--- config.mk ---
export PLATFORM = sky130hd
export DESIGN_NAME = keypad_text_top
export DESIGN_NICKNAME = d
export VERILOG_FILES = /design/src/common/keypad_pkg.sv /design/src/rtl/keypad_text_top.sv /design/src/rtl/letter_fifo_wb.sv /design/src/rtl/multitap_fsm.sv /design/src/keypad_scan/key_classifier.sv /design/src/keypad_scan/keypad_scanner.sv
export SDC_FILE = /design/constraint.sdc
export NUM_CORES = 1
export LEC_CHECK = 0
export BUFFER_PORTS_ARGS = -buffer_cell sky130_fd_sc_hd__clkbuf_2
export CORE_MARGIN = 3
export CORE_UTILIZATION = 50
export DETAILED_ROUTE_END_ITERATION = 6
export PLACE_DENSITY = 0.76
export REMOVE_ABC_BUFFERS = 1
export SETUP_SLACK_MARGIN = 0.2
export SLEW_MARGIN = 0
export SYNTH_ARGS = -nofsm -noshare
export SYNTH_HDL_FRONTEND = slang
export SYNTH_SLANG_ARGS = --single-unit
--- constraint.sdc ---
create_clock -name clk -period 5.55 [get_ports clk]
set_clock_uncertainty 0.05 [all_clocks]
set_input_delay 0.8325 -clock clk [delete_from_list [all_inputs] [get_ports clk]]
set_output_delay 0.8325 -clock clk [all_outputs]
set_load 0.05 [all_outputs]
--- src/common/keypad_pkg.sv ---
`default_nettype none

package keypad_pkg;

  // Raw key as seen by the scanner, both halves one-hot
  // Row 0 sits on bit 3, column 0 on bit 3
  typedef struct packed {
    logic [3:0] row;
    logic [3:0] col;
  } key_code_t;

  typedef enum logic [1:0] {
    KEY_LETTER = 2'd0, // Digits 2 to 9
    KEY_SUBMIT = 2'd1, // *
    KEY_CLEAR  = 2'd2, // #
    KEY_IGNORE = 2'd3  // 1, 0, A to D
  } key_class_e;

  typedef struct packed {
    key_class_e cls;
    logic [3:0] digit; // Layout digit, * is 14 and # is 15
  } key_event_t;

  typedef struct packed {
    logic [7:0] ascii;
  } letter_t;

  // Read word at WB_ADDR_STATUS
  typedef struct packed {
    logic [9:0] pad;
    logic       preview_valid;
    logic       overflow; // Sticky, write 1 to clear
    logic [3:0] count;
  } wb_status_t;

  // Read word at WB_ADDR_LETTER
  typedef struct packed {
    logic       valid; // Low when FIFO was empty
    logic [6:0] pad;
    logic [7:0] ascii;
  } wb_letter_t;

  typedef union packed {
    wb_status_t status;
    wb_letter_t letter;
  } wb_rdata_u;

  localparam int FIFO_DEPTH = 8;
  localparam int FIFO_AW    = 3;

  localparam logic WB_ADDR_STATUS = 1'b0;
  localparam logic WB_ADDR_LETTER = 1'b1;

  localparam key_code_t SUBMIT_CODE = '{row: 4'b0001, col: 4'b1000}; // Row 3, column 0
  localparam key_code_t CLEAR_CODE  = '{row: 4'b0001, col: 4'b0010}; // Row 3, column 2

  // First letter per digit
  localparam logic [9:2][7:0] LETTER_BASE = {
    8'h57, 8'h54, 8'h50, 8'h4d, // W T P M
    8'h4a, 8'h47, 8'h44, 8'h41  // J G D A
  };

  // Letters per key, PQRS and WXYZ have four
  localparam logic [9:2][2:0] TAP_LIMIT = {
    3'd4, 3'd3, 3'd4, 3'd3,
    3'd3, 3'd3, 3'd3, 3'd3
  };

endpackage

`default_nettype wire
--- src/rtl/keypad_text_top.sv ---
`timescale 1ns/10ps
`default_nettype none

module keypad_text_top import keypad_pkg::*; (
  input  logic        clk,
  input  logic        nRst,
  input  logic [3:0]  read_row,
  output logic [3:0]  scan_col,
  output logic        preview_valid,
  output logic [7:0]  preview_char,
  input  logic        wb_cyc,
  input  logic        wb_stb,
  input  logic        wb_we,
  input  logic        wb_adr,
  input  logic [15:0] wb_dat_w,
  output wb_rdata_u   wb_dat_r,
  output logic        wb_ack
);

  logic       key_valid;
  key_code_t  key;
  logic       ev_valid;
  key_event_t ev;
  logic       letter_valid;
  letter_t    letter;

  keypad_scanner keypad_scanner_i (
    .clk       (clk),
    .nRst      (nRst),
    .read_row  (read_row),
    .scan_col  (scan_col),
    .key_valid (key_valid),
    .key       (key)
  );

  key_classifier key_classifier_i (
    .clk       (clk),
    .nRst      (nRst),
    .key_valid (key_valid),
    .key       (key),
    .ev_valid  (ev_valid),
    .ev        (ev)
  );

  multitap_fsm multitap_fsm_i (
    .clk           (clk),
    .nRst          (nRst),
    .ev_valid      (ev_valid),
    .ev            (ev),
    .letter_valid  (letter_valid),
    .letter        (letter),
    .preview_valid (preview_valid),
    .preview_char  (preview_char)
  );

  letter_fifo_wb letter_fifo_wb_i (
    .clk           (clk),
    .nRst          (nRst),
    .letter_valid  (letter_valid),
    .letter        (letter),
    .preview_valid (preview_valid), // Shown in the status word
    .wb_cyc        (wb_cyc),
    .wb_stb        (wb_stb),
    .wb_we         (wb_we),
    .wb_adr        (wb_adr),
    .wb_dat_w      (wb_dat_w),
    .wb_dat_r      (wb_dat_r),
    .wb_ack        (wb_ack)
  );

endmodule

`default_nettype wire

--- src/rtl/letter_fifo_wb.sv ---
`timescale 1ns/10ps
`default_nettype none

module letter_fifo_wb import keypad_pkg::*; (
  input  logic        clk,
  input  logic        nRst,
  input  logic        letter_valid,
  input  letter_t     letter,
  input  logic        preview_valid,
  input  logic        wb_cyc,
  input  logic        wb_stb,
  input  logic        wb_we,
  input  logic        wb_adr,
  input  logic [15:0] wb_dat_w,
  output wb_rdata_u   wb_dat_r,
  output logic        wb_ack
);

  letter_t            mem [FIFO_DEPTH];
  logic [FIFO_AW-1:0] wr_ptr, rd_ptr;
  logic [FIFO_AW:0]   count;
  logic               overflow;
  logic               served; // Ack given and waiting for stb to drop
  logic               req;
  logic               push, pop;
  logic               empty, full;
  wb_rdata_u          wr_word;

  assign empty   = (count == '0);
  assign full    = (count == (FIFO_AW+1)'(FIFO_DEPTH));
  assign wr_word = wb_dat_w; // Same layout as the status word

  // New bus cycle seen this edge
  assign req = wb_cyc & wb_stb & ~wb_ack & ~served;

  assign pop  = req & ~wb_we & (wb_adr == WB_ADDR_LETTER) & ~empty;
  assign push = letter_valid & (~full | pop); // Pop frees a slot in the same cycle

  always_ff @(posedge clk, negedge nRst) begin
    if (!nRst) begin
      wr_ptr   <= '0;
      rd_ptr   <= '0;
      count    <= '0;
      overflow <= 1'b0;
      wb_ack   <= 1'b0;
      served   <= 1'b0;
    end else begin
      wb_ack <= req;
      if (wb_ack)
        served <= 1'b1;
      else if (!wb_stb)
        served <= 1'b0;

      if (push)
        wr_ptr <= wr_ptr + 1'b1;
      if (pop)
        rd_ptr <= rd_ptr + 1'b1;

      case ({push, pop})
        2'b10:   count <= count + 1'b1;
        2'b01:   count <= count - 1'b1;
        default: ; // Both or neither
      endcase

      // Write 1 to the overflow bit clears it and a new drop wins
      if (req && wb_we && wb_adr == WB_ADDR_STATUS && wr_word.status.overflow)
        overflow <= 1'b0;
      if (letter_valid && !push)
        overflow <= 1'b1;
    end
  end

  always_ff @(posedge clk) begin
    if (push)
      mem[wr_ptr] <= letter;
  end

  // Read word latched with the request
  always_ff @(posedge clk) begin
    if (req && !wb_we) begin
      if (wb_adr == WB_ADDR_LETTER) begin
        wb_dat_r.letter.valid <= ~empty;
        wb_dat_r.letter.pad   <= '0;
        wb_dat_r.letter.ascii <= mem[rd_ptr].ascii;
      end else begin
        wb_dat_r.status.pad           <= '0;
        wb_dat_r.status.preview_valid <= preview_valid;
        wb_dat_r.status.overflow      <= overflow;
        wb_dat_r.status.count         <= count;
      end
    end
  end

  a_count_bound: assert property (
    @(posedge clk) disable iff (!nRst) count <= FIFO_DEPTH
  );

  // Ack only answers a strobe
  a_ack_needs_stb: assert property (
    @(posedge clk) disable iff (!nRst) $rose(wb_ack) |-> $past(wb_stb)
  );

endmodule

`default_nettype wire

--- src/rtl/multitap_fsm.sv ---
`timescale 1ns/10ps
`default_nettype none

module multitap_fsm import keypad_pkg::*; (
  input  logic       clk,
  input  logic       nRst,
  input  logic       ev_valid,
  input  key_event_t ev,
  output logic       letter_valid,
  output letter_t    letter,
  output logic       preview_valid,
  output logic [7:0] preview_char
);

  logic [3:0] cur_digit; // Pending key
  logic [1:0] tap_idx;   // Taps minus one, wrapped
  logic [1:0] tap_next;
  logic [7:0] base;
  logic       same_key;
  logic       is_letter_key;

  // Base letter, blank outside 2 to 9
  assign is_letter_key = (cur_digit >= 4'd2) && (cur_digit <= 4'd9);
  assign base          = is_letter_key ? LETTER_BASE[cur_digit] : 8'h00;
  assign preview_char  = base + {6'd0, tap_idx};

  assign same_key = preview_valid && (cur_digit == ev.digit);

  // Wrap on the key's letter count
  always_comb begin
    if (is_letter_key && ({1'b0, tap_idx} + 3'd1 == TAP_LIMIT[cur_digit]))
      tap_next = 2'd0;
    else
      tap_next = tap_idx + 2'd1;
  end

  always_ff @(posedge clk, negedge nRst) begin
    if (!nRst) begin
      preview_valid <= 1'b0;
      cur_digit     <= 4'd0;
      tap_idx       <= 2'd0;
      letter_valid  <= 1'b0;
    end else begin
      letter_valid <= 1'b0; // Single cycle pulse
      if (ev_valid) begin
        case (ev.cls)
          KEY_LETTER: begin
            if (same_key) begin
              tap_idx <= tap_next; // Next letter on this key
            end else begin
              preview_valid <= 1'b1;
              cur_digit     <= ev.digit;
              tap_idx       <= 2'd0; // New key starts at its first letter
            end
          end
          KEY_SUBMIT: begin
            if (preview_valid) begin
              letter_valid  <= 1'b1;
              preview_valid <= 1'b0;
              tap_idx       <= 2'd0;
            end
          end
          KEY_CLEAR: begin
            preview_valid <= 1'b0; // Drop pending letter
            tap_idx       <= 2'd0;
          end
          default: ; // 1, 0, A to D do nothing
        endcase
      end
    end
  end

  // Letter out is the preview at submit time
  always_ff @(posedge clk) begin
    if (ev_valid && ev.cls == KEY_SUBMIT && preview_valid)
      letter.ascii <= preview_char;
  end

  // Every emitted letter had a visible preview
  a_letter_from_preview: assert property (
    @(posedge clk) disable iff (!nRst) letter_valid |-> $past(preview_valid)
  );

endmodule

`default_nettype wire

--- src/keypad_scan/key_classifier.sv ---
`timescale 1ns/10ps
`default_nettype none

module key_classifier import keypad_pkg::*; (
  input  logic       clk,
  input  logic       nRst,
  input  logic       key_valid,
  input  key_code_t  key,
  output logic       ev_valid,
  output key_event_t ev
);

  logic [1:0] row_idx, col_idx;
  logic [3:0] digit;
  logic       key_ok;
  key_class_e cls;

  // One-hot line to index, bit 3 is line 0
  function automatic logic [1:0] line_index(input logic [3:0] line);
    case (line)
      4'b1000: line_index = 2'd0;
      4'b0100: line_index = 2'd1;
      4'b0010: line_index = 2'd2;
      default: line_index = 2'd3;
    endcase
  endfunction

  assign key_ok  = $onehot(key.row) & $onehot(key.col); // Ghosted or lost presses fail here
  assign row_idx = line_index(key.row);
  assign col_idx = line_index(key.col);

  // Phone layout lookup
  always_comb begin
    case ({row_idx, col_idx})
      4'h0: digit = 4'd1;
      4'h1: digit = 4'd2;
      4'h2: digit = 4'd3;
      4'h3: digit = 4'd10; // A
      4'h4: digit = 4'd4;
      4'h5: digit = 4'd5;
      4'h6: digit = 4'd6;
      4'h7: digit = 4'd11; // B
      4'h8: digit = 4'd7;
      4'h9: digit = 4'd8;
      4'ha: digit = 4'd9;
      4'hb: digit = 4'd12; // C
      4'hc: digit = 4'd14; // *
      4'hd: digit = 4'd0;
      4'he: digit = 4'd15; // #
      default: digit = 4'd13; // D
    endcase
  end

  always_comb begin
    if (key == SUBMIT_CODE)
      cls = KEY_SUBMIT;
    else if (key == CLEAR_CODE)
      cls = KEY_CLEAR;
    else if (digit >= 4'd2 && digit <= 4'd9)
      cls = KEY_LETTER;
    else
      cls = KEY_IGNORE;
  end

  always_ff @(posedge clk, negedge nRst) begin
    if (!nRst)
      ev_valid <= 1'b0;
    else
      ev_valid <= key_valid & key_ok;
  end

  always_ff @(posedge clk) begin
    if (key_valid) begin
      ev.cls   <= cls;
      ev.digit <= digit;
    end
  end

endmodule

`default_nettype wire

--- src/keypad_scan/keypad_scanner.sv ---
`timescale 1ns/10ps
`default_nettype none

module keypad_scanner import keypad_pkg::*; (
  input  logic       clk,
  input  logic       nRst,
  input  logic [3:0] read_row,
  output logic [3:0] scan_col,
  output logic       key_valid,
  output key_code_t  key
);

  logic [3:0] row_q0, row_q1; // Two-flop synchronizer
  logic       any_q;          // Previous synchronized any-row
  logic [3:0] scan_col_next;
  logic       any_row;

  assign any_row = |row_q1;

  // Column rotation, frozen while a row is driven
  always_comb begin
    if (|read_row) begin
      scan_col_next = scan_col; // Hold the column under the pressed key
    end else begin
      case (scan_col)
        4'b1000: scan_col_next = 4'b0100;
        4'b0100: scan_col_next = 4'b0010;
        4'b0010: scan_col_next = 4'b0001;
        4'b0001: scan_col_next = 4'b1000;
        default: scan_col_next = 4'b1000; // Start from column 0 after reset
      endcase
    end
  end

  always_ff @(posedge clk, negedge nRst) begin
    if (!nRst) begin
      scan_col  <= 4'd0;
      row_q0    <= 4'd0;
      row_q1    <= 4'd0;
      any_q     <= 1'b0;
      key_valid <= 1'b0;
    end else begin
      scan_col  <= scan_col_next;
      row_q0    <= read_row;
      row_q1    <= row_q0;
      any_q     <= any_row;
      key_valid <= any_row & ~any_q; // One pulse per press
    end
  end

  // Key code captured with the press edge
  always_ff @(posedge clk) begin
    if (any_row && !any_q) begin
      key.row <= row_q1;
      key.col <= scan_col; // Still frozen by the raw row
    end
  end

  // Column drive stays idle or one-hot at all times
  a_scan_col_onehot: assert property (
    @(posedge clk) disable iff (!nRst) $onehot0(scan_col)
  );

endmodule

`default_nettype wire

==> results.sh, run 1 <==
export IMPL_synth_ff_type="edfxtp_1"
export IMPL_route_met3_wl_um=461
export IMPL_avgSynthCellArea_um2=14.2
export IMPL_final_cell_mix="85 x edfxtp_1, 36 x dfrtp_1, 34 x ha_1"
export IMPL_tightest_slew_ns=1.29
export IMPL_drcViolationCount=0
export IMPL_r2r_slack_ns=2.40
export IMPL_pwr_share_seq_pct=45.9
export IMPL_postCtsSetupBuffers=0
export IMPL_track_usage_pct=17.0
export IMPL_whs_ns=0.297
export IMPL_dr_wl_met2_mm=5.44
export IMPL_dr_first_iter_drc_count=144
export IMPL_clock_sinks=121
export IMPL_antenna_left=0
export IMPL_reg2reg_to="letter_fifo_wb_i.mem[3][3]"
export IMPL_final_min_clock_period_ns=4.23
export IMPL_die_x_um=112
export IMPL_synthesis_instances=396
export IMPL_synth_edf_count=85
export IMPL_overflow=0
export IMPL_holdBufCountCts=0
export IMPL_r2r_start="letter_fifo_wb_i.wb_ack"
export IMPL_detail_route_vias_per_cell=5.37
export IMPL_dpl_hpwl_mm=6.83
export IMPL_nets=502
export IMPL_cts_resized=0
export IMPL_worst_setup_path_end_kind="output port"
export IMPL_dr_pass1_iters=4
export IMPL_status="finished clean"
export IMPL_worstRegToRegCells=6
export IMPL_critPathKind="flop to output port"
export IMPL_port_buffers=31
export IMPL_ys_seq_area_share_pct=61.5
export IMPL_io_pins=56
export IMPL_root_buffer="clkbuf_8"
export IMPL_wl_met1_mm=3.88
export IMPL_period_share_pct=76.3
export IMPL_rsz0062_at_grt="no"
export IMPL_fmax_mhz=236
export IMPL_finalMaxSlewViolations=0
export IMPL_cts_tree="done"
export IMPL_worstSetupEndpoint="preview_char[3]"
export IMPL_synth_top_area_share_pct=45.5
export IMPL_peakVddDrop_mv=0.275
export IMPL_syn_area_um2=5610
export IMPL_fp_dieArea_um2=12500
export IMPL_hold_viol=0
export IMPL_wl_per_cell_um=16.7
export IMPL_routed_top_layer="met4"
export IMPL_yosysTopAreaCell="edfxtp_1"
export IMPL_synth_warnings=0
export IMPL_antenna_found_initial=0
export IMPL_yosys_top_cells_area="edfxtp_1 45%, dfrtp_1 16%, ha_1 7.6%"
export IMPL_maxCapViolCount=0
export IMPL_arrival_ns=3.35
export IMPL_p_sw_share_pct=24.5
export IMPL_startpoint="multitap_fsm_i.cur_digit[0]"
export IMPL_routed_wirelength_mm=9.89
export IMPL_fin_setup_tns_ns=0
export IMPL_start_util_pct=51.5
export IMPL_drive_above_1_share_pct=21.5
export IMPL_grt_pass1_vias=3280
export IMPL_p_leak_nw=2.58
export IMPL_area_growth_pct=15.1
export IMPL_critPathRequiredTime_ns=4.67
export IMPL_mostFrequentLayoutCell="edfxtp_1"
export IMPL_ys_types=65
export IMPL_power_internal_mw=1.68
export IMPL_place_gp_congestion=0.798
export IMPL_coreArea_um2=10900
export IMPL_clk_latency_ns=0.51
export IMPL_rows=38
export IMPL_pwr_share_clk_pct=46.3
export IMPL_htree_levels=4
export IMPL_dr_total_vias=3175
export IMPL_cts_buffer_depth=2
export IMPL_synthArstFlopShare_pct=29.8
export IMPL_switching_power_mw=0.547
export IMPL_cp_max_fo=11
export IMPL_die_height_um=112
export IMPL_setup_viol=0
export IMPL_combPwrFrac_pct=7.8
export IMPL_cts_made_buffers=17
export IMPL_slew_headroom_pct=13.6
export IMPL_grt_max_degree=37
export IMPL_worst_hold_path_type="flop to flop"
export IMPL_ys_seq_elements=121
export IMPL_power_density_nw_per_um2=345
export IMPL_grt_pass1_wl_mm=16.4
export IMPL_critPathLaunchType="flop"
export IMPL_diodes=0
export IMPL_clk_pin_slew_ns=0.06
metal layers:
metal  vias up  GRT usage (%)
met5         -              0
met4         0           5.93
met3        11           4.73
met2        75           30.8
met1      1569           19.4
li1       1520              -
worst min-delay path by stage:
stage	start	endpoint	slack [ns]	cells after the start
2_1_floorplan	keypad_scanner_i.row_q0[0]	keypad_scanner_i.row_q1[0]	0.28	0
3_3_place_gp	keypad_scanner_i.row_q0[1]	keypad_scanner_i.row_q1[1]	0.28	0
3_5_place_dp	keypad_scanner_i.row_q0[3]	keypad_scanner_i.row_q1[3]	0.28	0
4_1_cts	keypad_scanner_i.row_q0[3]	keypad_scanner_i.row_q1[3]	0.30	0
5_1_grt	keypad_scanner_i.row_q0[0]	keypad_scanner_i.row_q1[0]	0.30	0
6_report	keypad_scanner_i.row_q0[3]	keypad_scanner_i.row_q1[3]	0.30	0
power by group through the flow:
stage | registers, mW | logic (mW) | clock network, mW
after global placement | 1.04 | 0.168 | 0
after detailed placement | 1.04 | 0.174 | 0
after CTS | 1.02 | 0.175 | 1.05
final | 1.02 | 0.173 | 1.03
after global routing | 1.03 | 0.187 | 1.10
after floorplan | 1.07 | 0.0924 | 0
synth_stat cells (all sizes together), types with 2 or more instances:
master   n
nor3b    2
nand2b   2
a21o     3
or4      2
nand3b   3
a21boi   2
mux2     5
xnor2    7
xor2     9
and3     3
nor4     2
fa       4
dfrtp   36
a21oi   16
ha      34
nand2   28
nor3     8
nor2    19
a31o     2
o21ai   12
or2      2
nor2b    2
o22ai    4
inv     29
buf     16
nand3    3
clkbuf   4
mux2i    9
mux4    14
edfxtp  85
o31ai    3
and2     4
worst max-delay path: stages, from the launching register on:
cell,delay (ns)
dfrtp_1,0.55
inv_1,0.14
ha_1,0.22
nor4_1,0.28
a21oi_2,0.13
nand2_1,0.14
inv_1,0.06
ha_1,0.26
a21oi_1,0.18
inv_1,0.08
a31oi_1,0.16
a21oi_1,0.08
o22ai_1,0.23
clkbuf_2,0.33
logic make-up after synthesis:
group / share of synthesized area [%]
compound gates: 6.67
xor+xnor: 2.50
fa+ha+maj: 9.01
buf+inv: 4.10
flops: 61.5
mux: 8.23
other cells: 0.0668
simple gates: 7.89
registers in the layout, summed over array words and instances (netlist names), 3 cells and up:
signal	cells
key_classifier_i.ev	6
keypad_scanner_i.key	8
keypad_scanner_i.row_q0	4
keypad_scanner_i.row_q1	4
keypad_scanner_i.scan_col	4
letter_fifo_wb_i.count	4
letter_fifo_wb_i.mem	56
letter_fifo_wb_i.rd_ptr	3
letter_fifo_wb_i.wb_dat_r	8
letter_fifo_wb_i.wr_ptr	3
multitap_fsm_i.cur_digit	4
multitap_fsm_i.letter	7
stage by stage:
stage	util, %	worst slack (ns)	power [mW]	std cells	area, um^2
finish	59.3	1.32	2.23	591	6460
global route	59.3	1.09	2.31	591	6460
CTS	59.3	1.27	2.25	591	6460
detailed placement	54.1	1.82	1.22	559	5890
global placement	54.1	1.90	1.21	559	5890
floorplan	-	1.45	1.17	384	5520
area by class of cell:
cell class / count / area, um^2
multi-input combinational: 234 / 1970
fill: 808 / 4430
timing repair buffer: 35 / 185
sequential: 121 / 3450
clock inverter: 14 / 146
tap: 140 / 175
inverter: 29 / 109
clock buffer: 18 / 418
(Power assumes the default switching activity.)
==> run 2: changes to the inputs <==
PLACE_DENSITY = 0.79   (was 0.76)
clock period = 3.5 ns   (was 5.55 ns; I/O delays follow)
==> results.sh, run 2 (same netlist as run 1, synthesis figures left out) <==
export IMPL_grt_pass1_vias=3432
export IMPL_whs_ns=0.0815
export IMPL_status="finished clean"
export IMPL_dp_slack_ns=0.229
export IMPL_grt_pass1_wl_mm=17.2
export IMPL_diodes=0
export IMPL_port_buffers=31
export IMPL_dr_pass1_iters=5
export IMPL_drive_above_1_share_pct=30.0
export IMPL_tightest_slew_ns=0.940
export IMPL_mostFrequentLayoutCell="edfxtp_1"
export IMPL_final_setup_worst_slack_ns=0.111
export IMPL_nets=521
export IMPL_die_height_um=112
export IMPL_slew_headroom_pct=37.4
export IMPL_dpl_hpwl_mm=6.71
export IMPL_fp_dieArea_um2=12500
export IMPL_cts_made_buffers=17
export IMPL_die_x_um=112
export IMPL_final_cells=610
export IMPL_arrival_ns=2.81
export IMPL_coreArea_um2=10900
export IMPL_track_usage_pct=17.9
export IMPL_p_leak_nw=2.73
export IMPL_hold_start="read_row[1]"
export IMPL_dr_first_iter_drc_count=236
export IMPL_area_growth_pct=22.1
export IMPL_critPathSlowestCell="dfrtp_1"
export IMPL_critPathRequiredTime_ns=2.92
export IMPL_cp_top_family="compound AO/OA/AOI/OAI gates"
export IMPL_io_pins=56
export IMPL_finalMaxSlewViolations=0
export IMPL_reg2reg_to="letter_fifo_wb_i.count[3]"
export IMPL_worstRegToRegCells=12
export IMPL_start_util_pct=51.5
export IMPL_r2r_start="letter_fifo_wb_i.wb_ack"
export IMPL_detail_route_vias_per_cell=5.49
export IMPL_setup_viol=0
export IMPL_fin_setup_tns_ns=0
export IMPL_critPathKind="flop to output port"
export IMPL_place_gp_congestion=0.794
export IMPL_slowest_delay_ns=0.51
export IMPL_root_buffer="clkbuf_8"
export IMPL_final_min_clock_period_ns=3.39
export IMPL_largest_register_ffs=56
export IMPL_critPathLaunchType="flop"
export IMPL_cts_buffer_depth=2
export IMPL_routed_wirelength_mm=10.6
export IMPL_cp_max_fo=8
export IMPL_worstSetupEndpoint="preview_char[4]"
export IMPL_power_density_nw_per_um2=543
export IMPL_clk_latency_ns=0.52
export IMPL_antenna_found_initial=0
export IMPL_dp_cells=565
export IMPL_clock_sinks=121
export IMPL_rsz0062_at_grt="yes"
export IMPL_path_depth=9
export IMPL_wl_per_cell_um=17.3
export IMPL_regMostFlops="letter_fifo_wb_i.mem"
export IMPL_worst_hold_path_type="primary input to flop"
export IMPL_startpoint="multitap_fsm_i.cur_digit[2]"
export IMPL_largestRegisters="letter_fifo_wb_i.mem: 56 flops, keypad_scanner_i.key: 8 flops, letter_fifo_wb_i.wb_dat_r: 8 flops"
export IMPL_r2r_slack_ns=0.78
export IMPL_worstPathCellList="o21bai_4, a21oi_4, a21boi_2, ha_2, inv_2, fa_2, nor2_2, xor2_1, clkbuf_8"
export IMPL_period_share_pct=96.8
export IMPL_grt_max_degree=37
export IMPL_rows=38
export IMPL_fmax_mhz=295
export IMPL_maxCapViolCount=0
export IMPL_htree_levels=4
export IMPL_final_cell_mix="85 x edfxtp_1, 33 x dfrtp_1, 29 x ha_1"
export IMPL_dr_total_vias=3349
export IMPL_worst_setup_path_end_kind="output port"
export IMPL_antenna_left=0
export IMPL_hold_viol=0
export IMPL_clk_pin_slew_ns=0.06
export IMPL_path_buf_inv=2
export IMPL_drcViolationCount=0
export IMPL_peakVddDrop_mv=0.409
export IMPL_cts_tree="done"
export IMPL_overflow=0
[run 2: per-layer routing]
metal  GRT usage (%)  wire length (um)  vias to the layer above
met5               0                 0                        -
met4            7.45               264                        0
met3            5.33               522                       22
met2            31.5              5820                      101
met1            20.5              3980                     1667
li1                -                 -                     1559
[run 2: worst register-to-register path, cell delays in order (launching register included)]
cell and delay (ns):
dfrtp_1 0.39, nand4bb_1 0.27, nor2_2 0.16, a21oi_1 0.08
and2b_1 0.31, inv_2 0.11, ha_1 0.23, ha_1 0.31
a21o_1 0.17, a21oi_1 0.16, xnor2_1 0.13, nor2_1 0.07
xor2_1 0.15
[run 2: cell type report]
type	instances	area, um^2
fill	751	4030
sequential	121	3460
multi-input combinational	234	2120
clock buffer	19	422
timing repair buffer	54	370
clock inverter	13	191
tap	140	175
inverter	29	114
[run 2: stage by stage]
step / util (%) / total power [mW] / instance area (um^2)
global placement: 54.4 / 1.92 / 5930
CTS: 61.6 / 3.73 / 6710
floorplan: - / 1.85 / 5520
finish: 63.0 / 3.72 / 6850
detailed placement: 54.4 / 1.93 / 5930
global route: 63.0 / 3.85 / 6850
[run 2: what timing repair did]
| item | 4_1_cts | 5_1_grt |
|---|---|---|
| hold buffers | 0 | 0 |
| resized for setup | 30 | 23 |
| endpoints found under the setup margin | 5 | 4 |
| pin swaps | 8 | 9 |
| buffers inserted | 6 | 7 |
[run 2: where the power goes]
group | internal, mW | switching (mW) | total (mW)
Combinational | 0.108 | 0.207 | 0.316
Sequential | 1.57 | 0.0519 | 1.62
Clock | 1.16 | 0.623 | 1.79
[run 2: how the worst min path moves through the flow]
stage / endpoint / depth (start not counted)
final: keypad_scanner_i.row_q0[1] / 1
after CTS: keypad_scanner_i.row_q0[1] / 1
after global placement: keypad_scanner_i.row_q1[1] / 0
after floorplan: key_classifier_i.ev_valid / 0
after global routing: keypad_scanner_i.row_q0[1] / 1
after detailed placement: keypad_scanner_i.row_q1[0] / 0
==> run 3: changes to the inputs <==
CORE_ASPECT_RATIO = 1.4   (was default)
SKIP_LAST_GASP = 1   (was default)
clock period = 3 ns   (was 3.5 ns; I/O delays follow)
==> results.sh, run 3 (same netlist as run 1, synthesis figures left out) <==
export IMPL_status="finished, violations left"
export IMPL_failed_checks="negative setup slack"
export IMPL_drive_above_1_share_pct=30.6
export IMPL_fmax_mhz=306
export IMPL_antenna_found_initial=0
export IMPL_power_density_nw_per_um2=614
export IMPL_die_x_um=95.5
export IMPL_cp_max_fo=3
export IMPL_fin_setup_tns_ns=-0.616
export IMPL_hold_viol=0
export IMPL_clk_latency_ns=0.40
export IMPL_antenna_left=0
export IMPL_critPathRequiredTime_ns=2.50
export IMPL_final_min_clock_period_ns=3.26
export IMPL_routed_top_layer="met4"
export IMPL_io_pins=56
export IMPL_nets=528
export IMPL_coreArea_um2=10900
export IMPL_rows=45
export IMPL_setup_viol=4
export IMPL_slowest_delay_ns=0.44
export IMPL_dr_wl_met2_mm=6.78
export IMPL_startpoint="multitap_fsm_i.cur_digit[0]"
export IMPL_root_buffer="clkbuf_16"
export IMPL_hold_start="read_row[2]"
export IMPL_grt_pass1_wl_mm=18.4
export IMPL_mostFrequentLayoutCell="edfxtp_1"
export IMPL_diodes=0
export IMPL_regMostFlops="letter_fifo_wb_i.mem"
export IMPL_critPathLaunchType="flop"
export IMPL_htree_levels=4
export IMPL_worstPathCellList="buf_6, ha_4, o21bai_1, a21oi_2, a21boi_2, ha_2, buf_6, a21oi_4, inv_2, a31oi_4, a21oi_2, o22ai_2, buf_12"
export IMPL_holdBufCountCts=0
export IMPL_start_util_pct=51.4
export IMPL_rsz0062_at_grt="yes"
export IMPL_r2r_start="letter_fifo_wb_i.count[1]"
export IMPL_final_setup_worst_slack_ns=-0.264
export IMPL_track_usage_pct=19.7
export IMPL_routed_wirelength_mm=11.7
export IMPL_final_cell_mix="85 x edfxtp_1, 35 x dfrtp_1, 29 x ha_1"
export IMPL_cts_buffer_depth=2
export IMPL_slew_headroom_pct=35.8
export IMPL_finalMaxSlewViolations=0
export IMPL_dpl_hpwl_mm=7.30
export IMPL_fp_dieArea_um2=12500
export IMPL_grt_pass1_vias=3507
export IMPL_wl_per_cell_um=18.9
export IMPL_fin_area_um2=6910
export IMPL_largestRegisters="letter_fifo_wb_i.mem: 56 flops, keypad_scanner_i.key: 8 flops, letter_fifo_wb_i.wb_dat_r: 8 flops"
export IMPL_peakVddDrop_mv=0.662
export IMPL_die_height_um=131
export IMPL_wl_met1_mm=4.09
export IMPL_largest_register_ffs=56
export IMPL_worst_hold_path_type="primary input to flop"
export IMPL_dr_pass1_iters=4
export IMPL_cts_tree="done"
export IMPL_route_met3_wl_um=383
export IMPL_placed_area_um2=6030
export IMPL_overflow=0
export IMPL_worst_setup_path_end_kind="output port"
export IMPL_grt_max_degree=37
export IMPL_dr_first_iter_drc_count=202
export IMPL_clk_pin_slew_ns=0.05
export IMPL_detail_route_vias_per_cell=5.54
export IMPL_critPathKind="flop to output port"
export IMPL_fillers=762
export IMPL_clock_sinks=121
export IMPL_maxCapViolCount=0
export IMPL_cts_made_buffers=17
export IMPL_critPathSlowestCell="dfrtp_2"
export IMPL_dp_slack_ns=0.0103
export IMPL_drcViolationCount=0
export IMPL_tightest_slew_ns=0.963
export IMPL_place_gp_congestion=0.804
export IMPL_arrival_ns=2.76
export IMPL_dr_total_vias=3426
export IMPL_port_buffers=31
export IMPL_area_growth_pct=23.1
export IMPL_period_share_pct=109
export IMPL_p_leak_nw=2.76
## run 3: path summary, 6_finish.rpt
| check | endpoint | slack (ns) | cells past startpoint |
|---|---|---|---|
| max | preview_char[3] | -0.26 | 13 |
| min | keypad_scanner_i.row_q0[2] | 0.11 | 1 |
| max reg2reg | letter_fifo_wb_i.count[3] | 0.39 | 12 |
| min reg2reg | keypad_scanner_i.row_q1[0] | 0.31 | 0 |
| max in group asynchronous | multitap_fsm_i.cur_digit[0] | 2.09 | 1 |
| min in group asynchronous | keypad_scanner_i.row_q0[3] | 0.15 | 1 |
## run 3: stage by stage
step | std cells | hold slack, ns | utilization [%] | total power [mW]
2_1_floorplan | 384 | 0.104 | - | 2.16
3_3_place_gp | 574 | 0.282 | 55.2 | 2.25
3_5_place_dp | 574 | 0.296 | 55.2 | 2.27
4_1_cts | 615 | 0.0976 | 61.8 | 4.25
5_1_grt | 618 | 0.102 | 63.2 | 4.39
6_report | 618 | 0.114 | 63.2 | 4.24
## run 3: what timing repair did
action	CTS	global route
buffers inserted	9	3
endpoints found under the setup margin	6	6
gates resized for setup	22	31
pin swaps	6	10
## run 3: worst max-delay path: cells and delay by family (launching register included)
kind,cells,cell delay [ns]
buffers and inverters,4,0.52
flip-flops,1,0.44
AO/OA/AOI/OAI,7,1.05
adder cells (fa/ha/maj),2,0.34
## run 3: routing by layer
metal  GRT usage (%)  up-vias
met3            4.75       40
li1                -     1576
met1            20.5     1706
met4            8.31        0
met5               0        -
met2            36.4      104
## run 3: area by class of cell
cell class,instances,area (um^2),share of cell area (%)
Multi-Input combinational cell,234,2140,31.0
Clock buffer,22,444,6.43
Clock inverter,10,126,1.83
Inverter,29,111,1.61
Tap cell,141,176,2.55
Timing Repair Buffer,61,453,6.56
Sequential cell,121,3450,50.0
## run 3: power by group
group / internal [mW] / switching (mW)
sequential: 1.83 / 0.0535
clock: 1.29 / 0.670
combinational: 0.140 / 0.254
